--- config.mk ---
export PLATFORM = sky130hd
export DESIGN_NAME = commit
export DESIGN_NICKNAME = d
export VERILOG_FILES = /design/src/logic/pipeline_types.sv /design/src/logic/commit.sv
export SDC_FILE = /design/constraint.sdc
export NUM_CORES = 1
export LEC_CHECK = 0
export ABC_AREA = 1
export BUFFER_PORTS_ARGS = -buffer_cell sky130_fd_sc_hd__buf_2
export CAP_MARGIN = 40
export CELL_PAD_IN_SITES_DETAIL_PLACEMENT = 2
export CELL_PAD_IN_SITES_GLOBAL_PLACEMENT = 2
export CORE_ASPECT_RATIO = 2
export CORE_MARGIN = 4
export CORE_UTILIZATION = 19
export DETAILED_ROUTE_END_ITERATION = 8
export PLACE_DENSITY_LB_ADDON = 0.25
export SLEW_MARGIN = 20
export SYNTH_ARGS = -nofsm -noshare
export SYNTH_HDL_FRONTEND = slang
export SYNTH_SLANG_ARGS = --single-unit
--- constraint.sdc ---
create_clock -name clk -period 2.8 [get_ports clk]
set_input_delay 0.14 -clock clk [delete_from_list [all_inputs] [get_ports clk]]
set_output_delay 0.14 -clock clk [all_outputs]
set_load 0.01 [all_outputs]
--- src/logic/pipeline_types.sv ---
package pipeline_types;

    // simplified ALU operations
    typedef enum logic [2:0] {
        ALU_ADD = 3'd0,
        ALU_SUB = 3'd1,
        ALU_AND = 3'd2,
        ALU_OR  = 3'd3,
        ALU_XOR = 3'd4,
        ALU_SLL = 3'd5,
        ALU_SRL = 3'd6,
        ALU_SLT = 3'd7
    } alu_op_t;

    // instruction as delivered by the instruction buffer
    typedef struct packed {
        logic        valid;
        logic [31:0] pc;
        alu_op_t     op;
        logic [4:0]  rd;
        logic [4:0]  rj;
        logic [4:0]  rk;
        logic        use_imm;
        logic [11:0] imm;
    } inst_t;

    // operands resolved, ready for a lane
    typedef struct packed {
        logic        valid;
        logic [31:0] pc;
        alu_op_t     op;
        logic [4:0]  rd;
        logic [31:0] a;
        logic [31:0] b;
    } issue_t;

    typedef struct packed {
        logic        valid;
        logic [31:0] pc;
        logic [4:0]  rd;
        logic [31:0] wdata;
    } lane_result_t;

    // also used as the forwarding source into dispatch
    typedef struct packed {
        logic        en;
        logic [4:0]  addr;
        logic [31:0] data;
    } reg_write_t;

    // per-lane record for the difference test
    typedef struct packed {
        logic        inst_valid;
        logic [31:0] pc;
        logic        rf_wen;
        logic [4:0]  rf_wnum;
        logic [31:0] rf_wdata;
    } commit_diff_t;

endpackage

--- src/logic/commit.sv ---
`timescale 1ns/1ps

module commit (
    input  logic                               clk,
    input  logic                               rst_n_i,

    // registered lane results
    input  pipeline_types::lane_result_t [1:0] result_i,

    // to regfile and dispatch forwarding
    output pipeline_types::reg_write_t   [1:0] rf_write_o,

    // debug
    output pipeline_types::commit_diff_t [1:0] diff_o,
    output logic                         [63:0] retire_cnt_o
);

    logic [1:0] lane_wen;
    logic       same_rd;
    logic [63:0] retire_cnt_q;
    logic [63:0] retire_inc;

    // r0 is never written
    always_comb begin
        for (int i = 0; i < 2; i++) begin
            lane_wen[i] = result_i[i].valid && result_i[i].rd != 5'd0;
        end
    end

    // lane 1 is younger, it wins on a shared destination
    assign same_rd = lane_wen[0] && lane_wen[1] && result_i[0].rd == result_i[1].rd;

    assign rf_write_o[0].en   = lane_wen[0] && !same_rd;
    assign rf_write_o[0].addr = result_i[0].rd;
    assign rf_write_o[0].data = result_i[0].wdata;

    assign rf_write_o[1].en   = lane_wen[1];
    assign rf_write_o[1].addr = result_i[1].rd;
    assign rf_write_o[1].data = result_i[1].wdata;

    // debug shows each lane's own write, even a shadowed one
    always_comb begin
        for (int i = 0; i < 2; i++) begin
            diff_o[i].inst_valid = result_i[i].valid;
            diff_o[i].pc         = result_i[i].pc;
            diff_o[i].rf_wen     = lane_wen[i];
            diff_o[i].rf_wnum    = result_i[i].rd;
            diff_o[i].rf_wdata   = result_i[i].wdata;
        end
    end

    assign retire_inc = {63'd0, result_i[0].valid} + {63'd0, result_i[1].valid};

    always_ff @(posedge clk) begin
        if (!rst_n_i) begin
            retire_cnt_q <= 64'd0;
        end else begin
            retire_cnt_q <= retire_cnt_q + retire_inc;
        end
    end

    assign retire_cnt_o = retire_cnt_q;

endmodule

==> results.md <==
- Core area: 28,300 µm²
- FFs w/ async S/R, synth: 0%
- Initial DRC Count: approximately 100
- Unrepaired setup endpoints after global routing: false
- Post-route ant nets: 0
- CP Class: reg -> reg
- Synth Register Bits: 64
- Worst r2r dst: retire_cnt_o[52]
- I/O pins: 424
- Clock root cell: clkbuf_16
- Synth area leaders: buf_4 29%, dfxtp_1 23%, nand2_1 14%
- Worst slew pin tran: 0.4915 ns
- CTS H-Tree Depth: 3
- Fraction of layout cells with a size suffix above 1: 21.20%
- CTS resizes: 0
- Critical path launch point type: flop
- Hold Path Depth: 4
- Final hold violations: 0
- Total CTS buffers: 9
- Min Hold Slack: 0.2416 ns
- Leak Pwr: about 0.0021 µW
- Max Fclk: roughly 460 MHz
- Die area: 31,800 µm²
- Synth top cells by count: 215 x buf_4, 203 x nand2_1, 161 x nor2_1, 64 x dfxtp_1, 55 x inv_1
- CP Data Arrival Time: 2.44 ns
- Syn_nets: approximately 990
- Total track usage: 15.89%
- Remaining Overflow, GRT: 0
- Final Util: 18.19%
- CTS max path bufs: 2
- Total power draw: ~2300 µW
- Vias in the first global route: 5,264
- Data required time at the worst endpoint: roughly 3 ns
- Register-to-register path setup slack: a little over 0.6 ns
- Drt pass-1 iters: 4
- CP endpoint kind: flop
- Status: finished clean
- Warnings, synthesis: 0
- Die height: 248.2 µm
- Clk slew on worst S/H paths: 0.06 ns
- DP Wirelength: ~22,000 µm
- Register area share after synthesis: 23.37%
- Initial antenna violation count: 0
- Post-route DRC violation count: 0
- Reg2reg start: retire_cnt_o[0]
- Part of the power in combinational logic: 5.5%
- Via/cell ratio: 4.286
- Fin nets: a little under 900
- Hold EP: retire_cnt_o[0]
- Cell Area, Placed: 4832 µm²
- Slew Limit Fails: 0
- Die width: 128.1 µm
- Top-count cell post-synth: buf_4
- Antenna Cells: 0
- Hold Path Class: in -> reg
- Share of the synthesized area in the top cell type: 29.44%
- GP Congestion: 0.7922
- Initial core utilization: 19.37%
- Switching share of power: 23.56%
- Crit path launch: retire_cnt_o[0]
- Min cycle time layout: 2.196 ns
- Via count: 4,740
- Final Cycle Share: 78.42%
- Top Metal Used: met4
- Post-route cell area: between 5000 and 6000 µm²
- TNS Setup: 0 ns
- Hold buffers post-CTS: 0
- Overall routed net length: 25,180 µm
- Max Cap Viol: 0
- R2R depth: 13
- Met2 wire len: 13,930 µm
- Net Switching: 544.3 µW
- Synthesized area: 5483 µm²
- Library cells used by synthesis: 29
- Power per cell area: between 400 and 500 nW/µm²
- I/O Buffers: 103
- Final Setup Violations: 0
- Max rail drop VDD: about 0.00026 V
- Max FFs per register: 64
- Leading area contributor after synthesis: buf_4
- Clk network pwr share: 54.5%
- Clock Sinks: 64
- Relative slew slack: 67.23%
- Reg power frac: 39.9%
- Post-Syn Instances: 849
- DR WL met3: 1719 µm
- Worst-path fanout max: 8
- Area Overhead vs Synth: -6.116%
- Clock Skew: 0.007153 ns
- Syn Area/Cell: between 6 and 7 µm²
- Largest net degree at the start of global routing: 36
- Most used DFF post-synth: dfxtp_1
- Worst Hold Launch: result_i[69]
- Clock Latency Late Sink: 0.35 ns
- Post-CTS Setup Bufs: 0
- CTS tree: yes
- Internal power: 1766 µW
- Std-Cell Rows: slightly below 90
- Number of synthesized flops with an enable pin: 0
- Wire per inst: 22.77 µm
- Met1 wire length: around 7100 µm
- First-pass GRT wire length: 35,370 µm
## cell type report
class,instances,area (µm²)
clock buffers,13,250.2
clock inverters,3,65.06
fillers,3470,23150
inverters,57,214.0
multi-input cells,506,2346
flip-flops and latches,64,1281
well taps,356,445.4
repair buffers,107,545.5
## kinds of logic (layout without fill, tap and decap cells)
family | count (synthesis) | in the layout | synth area share, %
buffers and inverters | 279 | 180 | 33.84
adders and majority gates | 2 | 2 | 0.5933
DFF | 64 | 64 | 23.37
AOI/OAI and AO/OA | 52 | 52 | 5.203
and+or+nand+nor | 438 | 438 | 34.76
xor gates and xnor gates | 14 | 14 | 2.236
## layer usage
metal,vias to the layer above,track usage [%]
li1,2189,-
met1,2187,12.18
met2,187,31.19
met3,177,3.906
met4,0,14.34
met5,-,0
## power groups by stage
stage | registers [µW] | clock network [µW] | logic, µW
CTS | 923 | 1320 | 134
global route | 924 | 1350 | 143
detailed placement | 943 | 0 | 134
floorplan | 945 | 0 | 366
global placement | 943 | 0 | 132
finish | 923 | 1260 | 127
## critical path, stage by stage, from the launching register on
cell and delay (ns):
dfxtp_1 0.32, inv_1 0.05, fa_1 0.42, inv_1 0.10
ha_1 0.19, nand2_2 0.11, nor2_8 0.16, nand2_4 0.11
nor2_8 0.19, nand2_2 0.10, nor2_2 0.14, nand2_1 0.06
nand2_1 0.07, nor2_1 0.05
## cells in the final DEF, fill, tap and decap left out
cell and n:
ha_1 1, nand3b_2 1, clkbuf_8 1, clkinv_2 1
nand2_4 4, nand4_1 10, buf_2 103, a21oi_1 29
clkbuf_1 3, nand3_1 21, nor2_1 161, nor2_4 7
nand2_1 203, o21bai_1 6, nor2_8 3, clkinv_1 1
bufinv_16 2, nor2_2 12, xnor2_1 3, nor3_1 2
nand3b_1 3, xor2_1 11, dfxtp_1 64, o21a_1 4
clkbuf_16 9, inv_2 1, or2_2 1, buf_4 4
nand2_2 10, fa_1 1, o21ai_0 13, inv_1 55
## worst max-delay path by stage
stage	to	cells after the start
6_report	retire_cnt_o[52]	13
5_1_grt	retire_cnt_o[62]	13
4_1_cts	retire_cnt_o[52]	13
3_5_place_dp	retire_cnt_o[50]	13
3_3_place_gp	retire_cnt_o[50]	12
2_1_floorplan	retire_cnt_o[62]	13
## per-stage QoR
stage / setup WS, ns / std cells
floorplan: 0.7643 / 849
global placement: 0.6270 / 1090
detailed placement: 0.5868 / 1090
CTS: 0.5700 / 1106
global route: 0.3704 / 1106
finish: 0.6043 / 1106
Power figures use the tool's default switching activity.
