$ cat src/logic/pipeline_types.sv
package pipeline_types;

    // simplified ALU operations
    typedef enum logic [2:0] {
        ALU_ADD = 3'd0,
        ALU_SUB = 3'd1,
        ALU_AND = 3'd2,
        ALU_OR  = 3'd3,
        ALU_XOR = 3'd4,
        ALU_SLL = 3'd5,
        ALU_SRL = 3'd6,
        ALU_SLT = 3'd7
    } alu_op_t;

    // instruction as delivered by the instruction buffer
    typedef struct packed {
        logic        valid;
        logic [31:0] pc;
        alu_op_t     op;
        logic [4:0]  rd;
        logic [4:0]  rj;
        logic [4:0]  rk;
        logic        use_imm;
        logic [11:0] imm;
    } inst_t;

    // operands resolved, ready for a lane
    typedef struct packed {
        logic        valid;
        logic [31:0] pc;
        alu_op_t     op;
        logic [4:0]  rd;
        logic [31:0] a;
        logic [31:0] b;
    } issue_t;

    typedef struct packed {
        logic        valid;
        logic [31:0] pc;
        logic [4:0]  rd;
        logic [31:0] wdata;
    } lane_result_t;

    // also used as the forwarding source into dispatch
    typedef struct packed {
        logic        en;
        logic [4:0]  addr;
        logic [31:0] data;
    } reg_write_t;

    // per-lane record for the difference test
    typedef struct packed {
        logic        inst_valid;
        logic [31:0] pc;
        logic        rf_wen;
        logic [4:0]  rf_wnum;
        logic [31:0] rf_wdata;
    } commit_diff_t;

endpackage

$ cat src/logic/dispatch.sv
`timescale 1ns/1ps

module dispatch (
    // from instruction buffer
    input  pipeline_types::inst_t      [1:0]       inst_i,

    // regfile read ports, two per slot
    input  logic                       [3:0][31:0] rf_rdata_i,

    // results not yet in the regfile
    input  pipeline_types::reg_write_t [1:0]       fwd_i,

    output logic                       [3:0][4:0]  rf_raddr_o,
    output pipeline_types::issue_t     [1:0]       issue_o,

    // to instruction buffer
    output logic                       [1:0]       send_inst_en_o
);

    logic pair_dep;
    logic [1:0][31:0] src_a;
    logic [1:0][31:0] src_b;

    // lane 1 is checked last so the younger write wins
    function automatic logic [31:0] fwd_sel(
        input logic [4:0] src,
        input logic [31:0] rf_val,
        input pipeline_types::reg_write_t [1:0] fwd
    );
        logic [31:0] val;
        val = rf_val;
        for (int p = 0; p < 2; p++) begin
            if (fwd[p].en && fwd[p].addr != 5'd0 && fwd[p].addr == src) begin
                val = fwd[p].data;
            end
        end
        return val;
    endfunction

    // slot 1 reading slot 0's destination must wait a cycle
    always_comb begin
        pair_dep = 1'b0;
        if (inst_i[0].rd != 5'd0) begin
            if (inst_i[1].rj == inst_i[0].rd) begin
                pair_dep = 1'b1;
            end
            if (!inst_i[1].use_imm && inst_i[1].rk == inst_i[0].rd) begin
                pair_dep = 1'b1;
            end
        end
    end

    assign send_inst_en_o[0] = inst_i[0].valid;
    assign send_inst_en_o[1] = inst_i[0].valid && inst_i[1].valid && !pair_dep;

    always_comb begin
        for (int i = 0; i < 2; i++) begin
            rf_raddr_o[2*i]   = inst_i[i].rj;
            rf_raddr_o[2*i+1] = inst_i[i].rk;

            src_a[i] = fwd_sel(inst_i[i].rj, rf_rdata_i[2*i], fwd_i);
            if (inst_i[i].use_imm) begin
                src_b[i] = {{20{inst_i[i].imm[11]}}, inst_i[i].imm};
            end else begin
                src_b[i] = fwd_sel(inst_i[i].rk, rf_rdata_i[2*i+1], fwd_i);
            end

            issue_o[i].valid = send_inst_en_o[i];
            issue_o[i].pc    = inst_i[i].pc;
            issue_o[i].op    = inst_i[i].op;
            issue_o[i].rd    = inst_i[i].rd;
            issue_o[i].a     = src_a[i];
            issue_o[i].b     = src_b[i];
        end
    end

endmodule

$ cat config.mk
export PLATFORM = sky130hd
export DESIGN_NAME = dispatch
export DESIGN_NICKNAME = d
export VERILOG_FILES = /design/src/logic/pipeline_types.sv /design/src/logic/dispatch.sv
export SDC_FILE = /design/constraint.sdc
export NUM_CORES = 1
export LEC_CHECK = 0
export ABC_AREA = 1
export BUFFER_PORTS_ARGS = -buffer_cell sky130_fd_sc_hd__buf_2
export CORE_AREA = 2 2 218 220
export DETAILED_ROUTE_END_ITERATION = 12
export DIE_AREA = 0 0 220 222
export GPL_TIMING_DRIVEN = 0
export PLACE_DENSITY = 0.34
export SLEW_MARGIN = 10
export SYNTH_ARGS = -nofsm -noshare
export SYNTH_HDL_FRONTEND = slang
export SYNTH_SLANG_ARGS = --single-unit
$ cat constraint.sdc
create_clock -name vclk -period 1.19
set_input_delay 0.0595 -clock vclk [all_inputs]
set_output_delay 0.0595 -clock vclk [all_outputs]
set_load 0.02 [all_outputs]
==> metrics.log <==
INFO  metric yosys-top-cells-area = sky130_fd_sc_hd__nand2_1 (30%), sky130_fd_sc_hd__nand3_1 (23%), sky130_fd_sc_hd__buf_4 (14%), sky130_fd_sc_hd__inv_1 (12%), sky130_fd_sc_hd__buf_2 (3.6%)
INFO  metric portBuffers = 480
INFO  metric hp-class = in2out
INFO  metric clock.fmax = roughly 0.64 GHz
INFO  metric leakagePower = just over 8 nW
INFO  metric place.gp.congestion = 0.853
INFO  metric std_cell_rows = about 80
INFO  metric detailedRoute.firstIterationViolations = 427
INFO  metric final.clkbuf_count = 0
INFO  metric pin_count_of_the_biggest_net_entering_global_routing = 11
INFO  metric seq_power_share = 0
INFO  metric hold-path-endpoint = issue_o[181]
INFO  metric final_hold_viol_count = 0
INFO  metric final_layout_size_suffix_gt1_frac = 0.692
INFO  metric antenna_violations_before_repair = 3
INFO  metric synth_sequential_area_ratio = 0
INFO  metric critical_path.slowest_cell = sky130_fd_sc_hd__clkbuf_16
INFO  metric hold_path.startpoint = inst_i[99]
INFO  metric vdd_drop_max = ~0.20 mV
INFO  metric die-area = about 0.05 mm²
INFO  metric synthToLayoutAreaGrowth = 138%
INFO  metric syn_area = 0.00632 mm²
INFO  metric area.sequential = 0 µm²
INFO  metric post_drt_wl_per_cell = around 20 µm
INFO  metric yosys.cell_count.top_type = sky130_fd_sc_hd__nand2_1
INFO  metric dieWidth = roughly 220 µm
INFO  metric result_of_the_run = complete, but fails checks
INFO  metric grt-ovfl-total = 0
INFO  metric crit_path_max_incr_delay = about 210 ps
INFO  metric core_area = 0.0463 mm²
INFO  metric timing.slew.headroom = 0.573
INFO  metric crit_path_max_fanout = 8
INFO  metric place.detailed.hpwl = 37.8 mm
INFO  metric critical_path.cell_chain = buf_12 > xnor2_4 > nand3_2 > nor2_4 > buf_6 > nand2_8 > clkbuf_16 > nand2_2 > nand3_2 > nand2_2 > nand2_2 > buf_6
INFO  metric synth.cells.most_frequent = sky130_fd_sc_hd__nand2_1 (501), sky130_fd_sc_hd__nand3_1 (293), sky130_fd_sc_hd__inv_1 (203)
INFO  metric detail_route_antenna_nets = 0
INFO  metric final_min_period = about 1600 ps
INFO  metric cell_internal_pwr = roughly 2.7 mW
INFO  metric drc = 0
INFO  metric design.seq.count = 0
INFO  metric yosys.area.top_type = sky130_fd_sc_hd__nand2_1
INFO  metric fillCellCount = between 5000 and 6000
INFO  metric gate_count_post_synth = around 1300
INFO  metric sw_frac_of_total = 0.550
INFO  metric setup_violations = around 130
INFO  metric firstDrtPassIters = 5
INFO  metric failed_checks = setup timing
INFO  metric grt_pass1_wl = 67.3 mm
INFO  metric cts_hold_buffers = 0
INFO  metric worstSetupStartpointType = input pin
INFO  metric synthDistinctLibCells = 26
INFO  metric category_of_the_worst_setup_path_capture_point = output pin
INFO  metric ys.warnings.count = 0
INFO  metric comb_power_share = 1.000
INFO  metric num_io_pins = approximately 560
INFO  metric maxCapViolCount = 0
INFO  metric grtUsageTotal = 0.184
INFO  metric finalWorstSetupSlack = -369 ps
INFO  metric worstMarginPinSlew = 641 ps
INFO  metric count_of_vias_placed_by_the_detailed_router = 10453
INFO  metric worstPathArrival = roughly 1500 ps
INFO  metric powerDensity = around 400 mW/mm²
INFO  metric nets = 2223
INFO  metric p_clk_frac = 0
INFO  metric timing.critical_path.required = roughly 1100 ps
INFO  metric synth_area_per_cell = 4.83 µm²
INFO  metric grt_pass1_vias = 10599
INFO  metric slew_viol_final = 0
INFO  metric die_y = 222 µm
INFO  metric initial_core_util = 0.137
INFO  metric critPathKind = in2out
INFO  metric setup_total_negative_slack = -38340 ps
INFO  metric unrepaired_setup_endpoints_after_global_routing = yes
INFO  metric whs_path_depth = 2
INFO  metric period_share = 1.31
INFO  metric synth.net_count = roughly 1600
INFO  metric crit_path_frequent_cell = sky130_fd_sc_hd__nand2_2
INFO  metric worst_hold_slack = 336 ps
INFO  metric route.final.wire_length = ~50 mm
INFO  metric avgViaCountPerCell = 4.18
INFO  metric power.switching = approximately 3.3 mW
INFO  metric top_area_cell_type_share_of_the_netlist_area = 0.297
logic make-up (layout without fill, tap and decap cells):
kind of cell	count (synthesis)	in the layout	share of synthesized area
AND/OR/NAND/NOR	863	863	0.606
buffers and inverters	401	980	0.333
XOR/XNOR	38	38	0.0526
AO/OA/AOI/OAI	8	8	0.00851
other	0	3	0
final cells by class:
class	count	area (µm²)	share of cell area
antenna	3	7.51	0.000499
buffer	189	1810	0.120
inverter	208	837	0.0556
multi-input combinational	909	6770	0.450
tap	607	759	0.0505
timing repair buffer	583	4870	0.324
how the worst max path moves through the flow:
stage | from | endpoint
after global placement | fwd_i[36] | issue_o[27]
after detailed placement | fwd_i[36] | issue_o[27]
after floorplan | fwd_i[36] | issue_o[10]
after global routing | fwd_i[32] | issue_o[114]
final | fwd_i[32] | issue_o[132]
after CTS | fwd_i[32] | issue_o[109]
metrics by stage:
stage | power (mW) | cells | cell area [µm²] | util | setup slack (ps)
after floorplan | 2.43 | 1310 | 6630 | - | -1.57
after global placement | 4.16 | 2397 | 9790 | 0.212 | -1150
after detailed placement | 4.16 | 2397 | 9790 | 0.212 | -1160
after CTS | 5.36 | 2477 | 12800 | 0.276 | -401
after global routing | 6.46 | 2498 | 15000 | 0.325 | -437
final | 6.05 | 2499 | 15100 | 0.325 | -369
critical path: cells and delay by family:
family	cells	cell delay (ps)
simple gates	7	660
buf+inv	4	620
xor+xnor	1	130
per-layer routing:
metal / GRT usage / share of wire / vias up / routed length [µm]
met4: 0.0173 / 0.0089 / 2 / 435
met1: 0.235 / 0.43 / 4960 / 21000
met2: 0.338 / 0.51 / 362 / 24900
li1: - / - / 5110 / -
met3: 0.0210 / 0.055 / 19 / 2670
met5: 0 / 0.00033 / - / 16
placed cells by master (no fill, tap or decap), types with 4 or more instances in the layout:
master and n:
sky130_fd_sc_hd__buf_8 37, sky130_fd_sc_hd__nand2_1 220, sky130_fd_sc_hd__buf_1 4, sky130_fd_sc_hd__nor2_4 15
sky130_fd_sc_hd__nand2_2 216, sky130_fd_sc_hd__buf_16 7, sky130_fd_sc_hd__nand3_1 104, sky130_fd_sc_hd__clkbuf_16 14
sky130_fd_sc_hd__xnor2_1 7, sky130_fd_sc_hd__xor2_4 4, sky130_fd_sc_hd__nand4_1 33, sky130_fd_sc_hd__buf_4 146
sky130_fd_sc_hd__nor3_4 4, sky130_fd_sc_hd__inv_1 189, sky130_fd_sc_hd__nand3_4 28, sky130_fd_sc_hd__xor2_1 14
sky130_fd_sc_hd__buf_6 172, sky130_fd_sc_hd__buf_12 37, sky130_fd_sc_hd__nand2_4 67, sky130_fd_sc_hd__nand2_8 4
sky130_fd_sc_hd__nand3_2 166, sky130_fd_sc_hd__xnor2_2 6, sky130_fd_sc_hd__clkbuf_4 7, sky130_fd_sc_hd__inv_2 10
sky130_fd_sc_hd__buf_2 342, sky130_fd_sc_hd__xor2_2 4
power by group through the flow:
stage	Combinational [mW]	Clock [mW]	Sequential [mW]
after floorplan	2.43	0	0
after global placement	4.16	0	0
after detailed placement	4.16	0	0
after CTS	5.36	0	0
after global routing	6.46	0.000000225	0
final	6.05	0.000000303	0
repair_timing:
action,4_1_cts,5_1_grt
pin swaps,106,176
gates cloned,19,15
resized for setup,591,478
setup endpoints to repair,128,129
setup buffers,64,11
(Power assumes the default switching activity.)
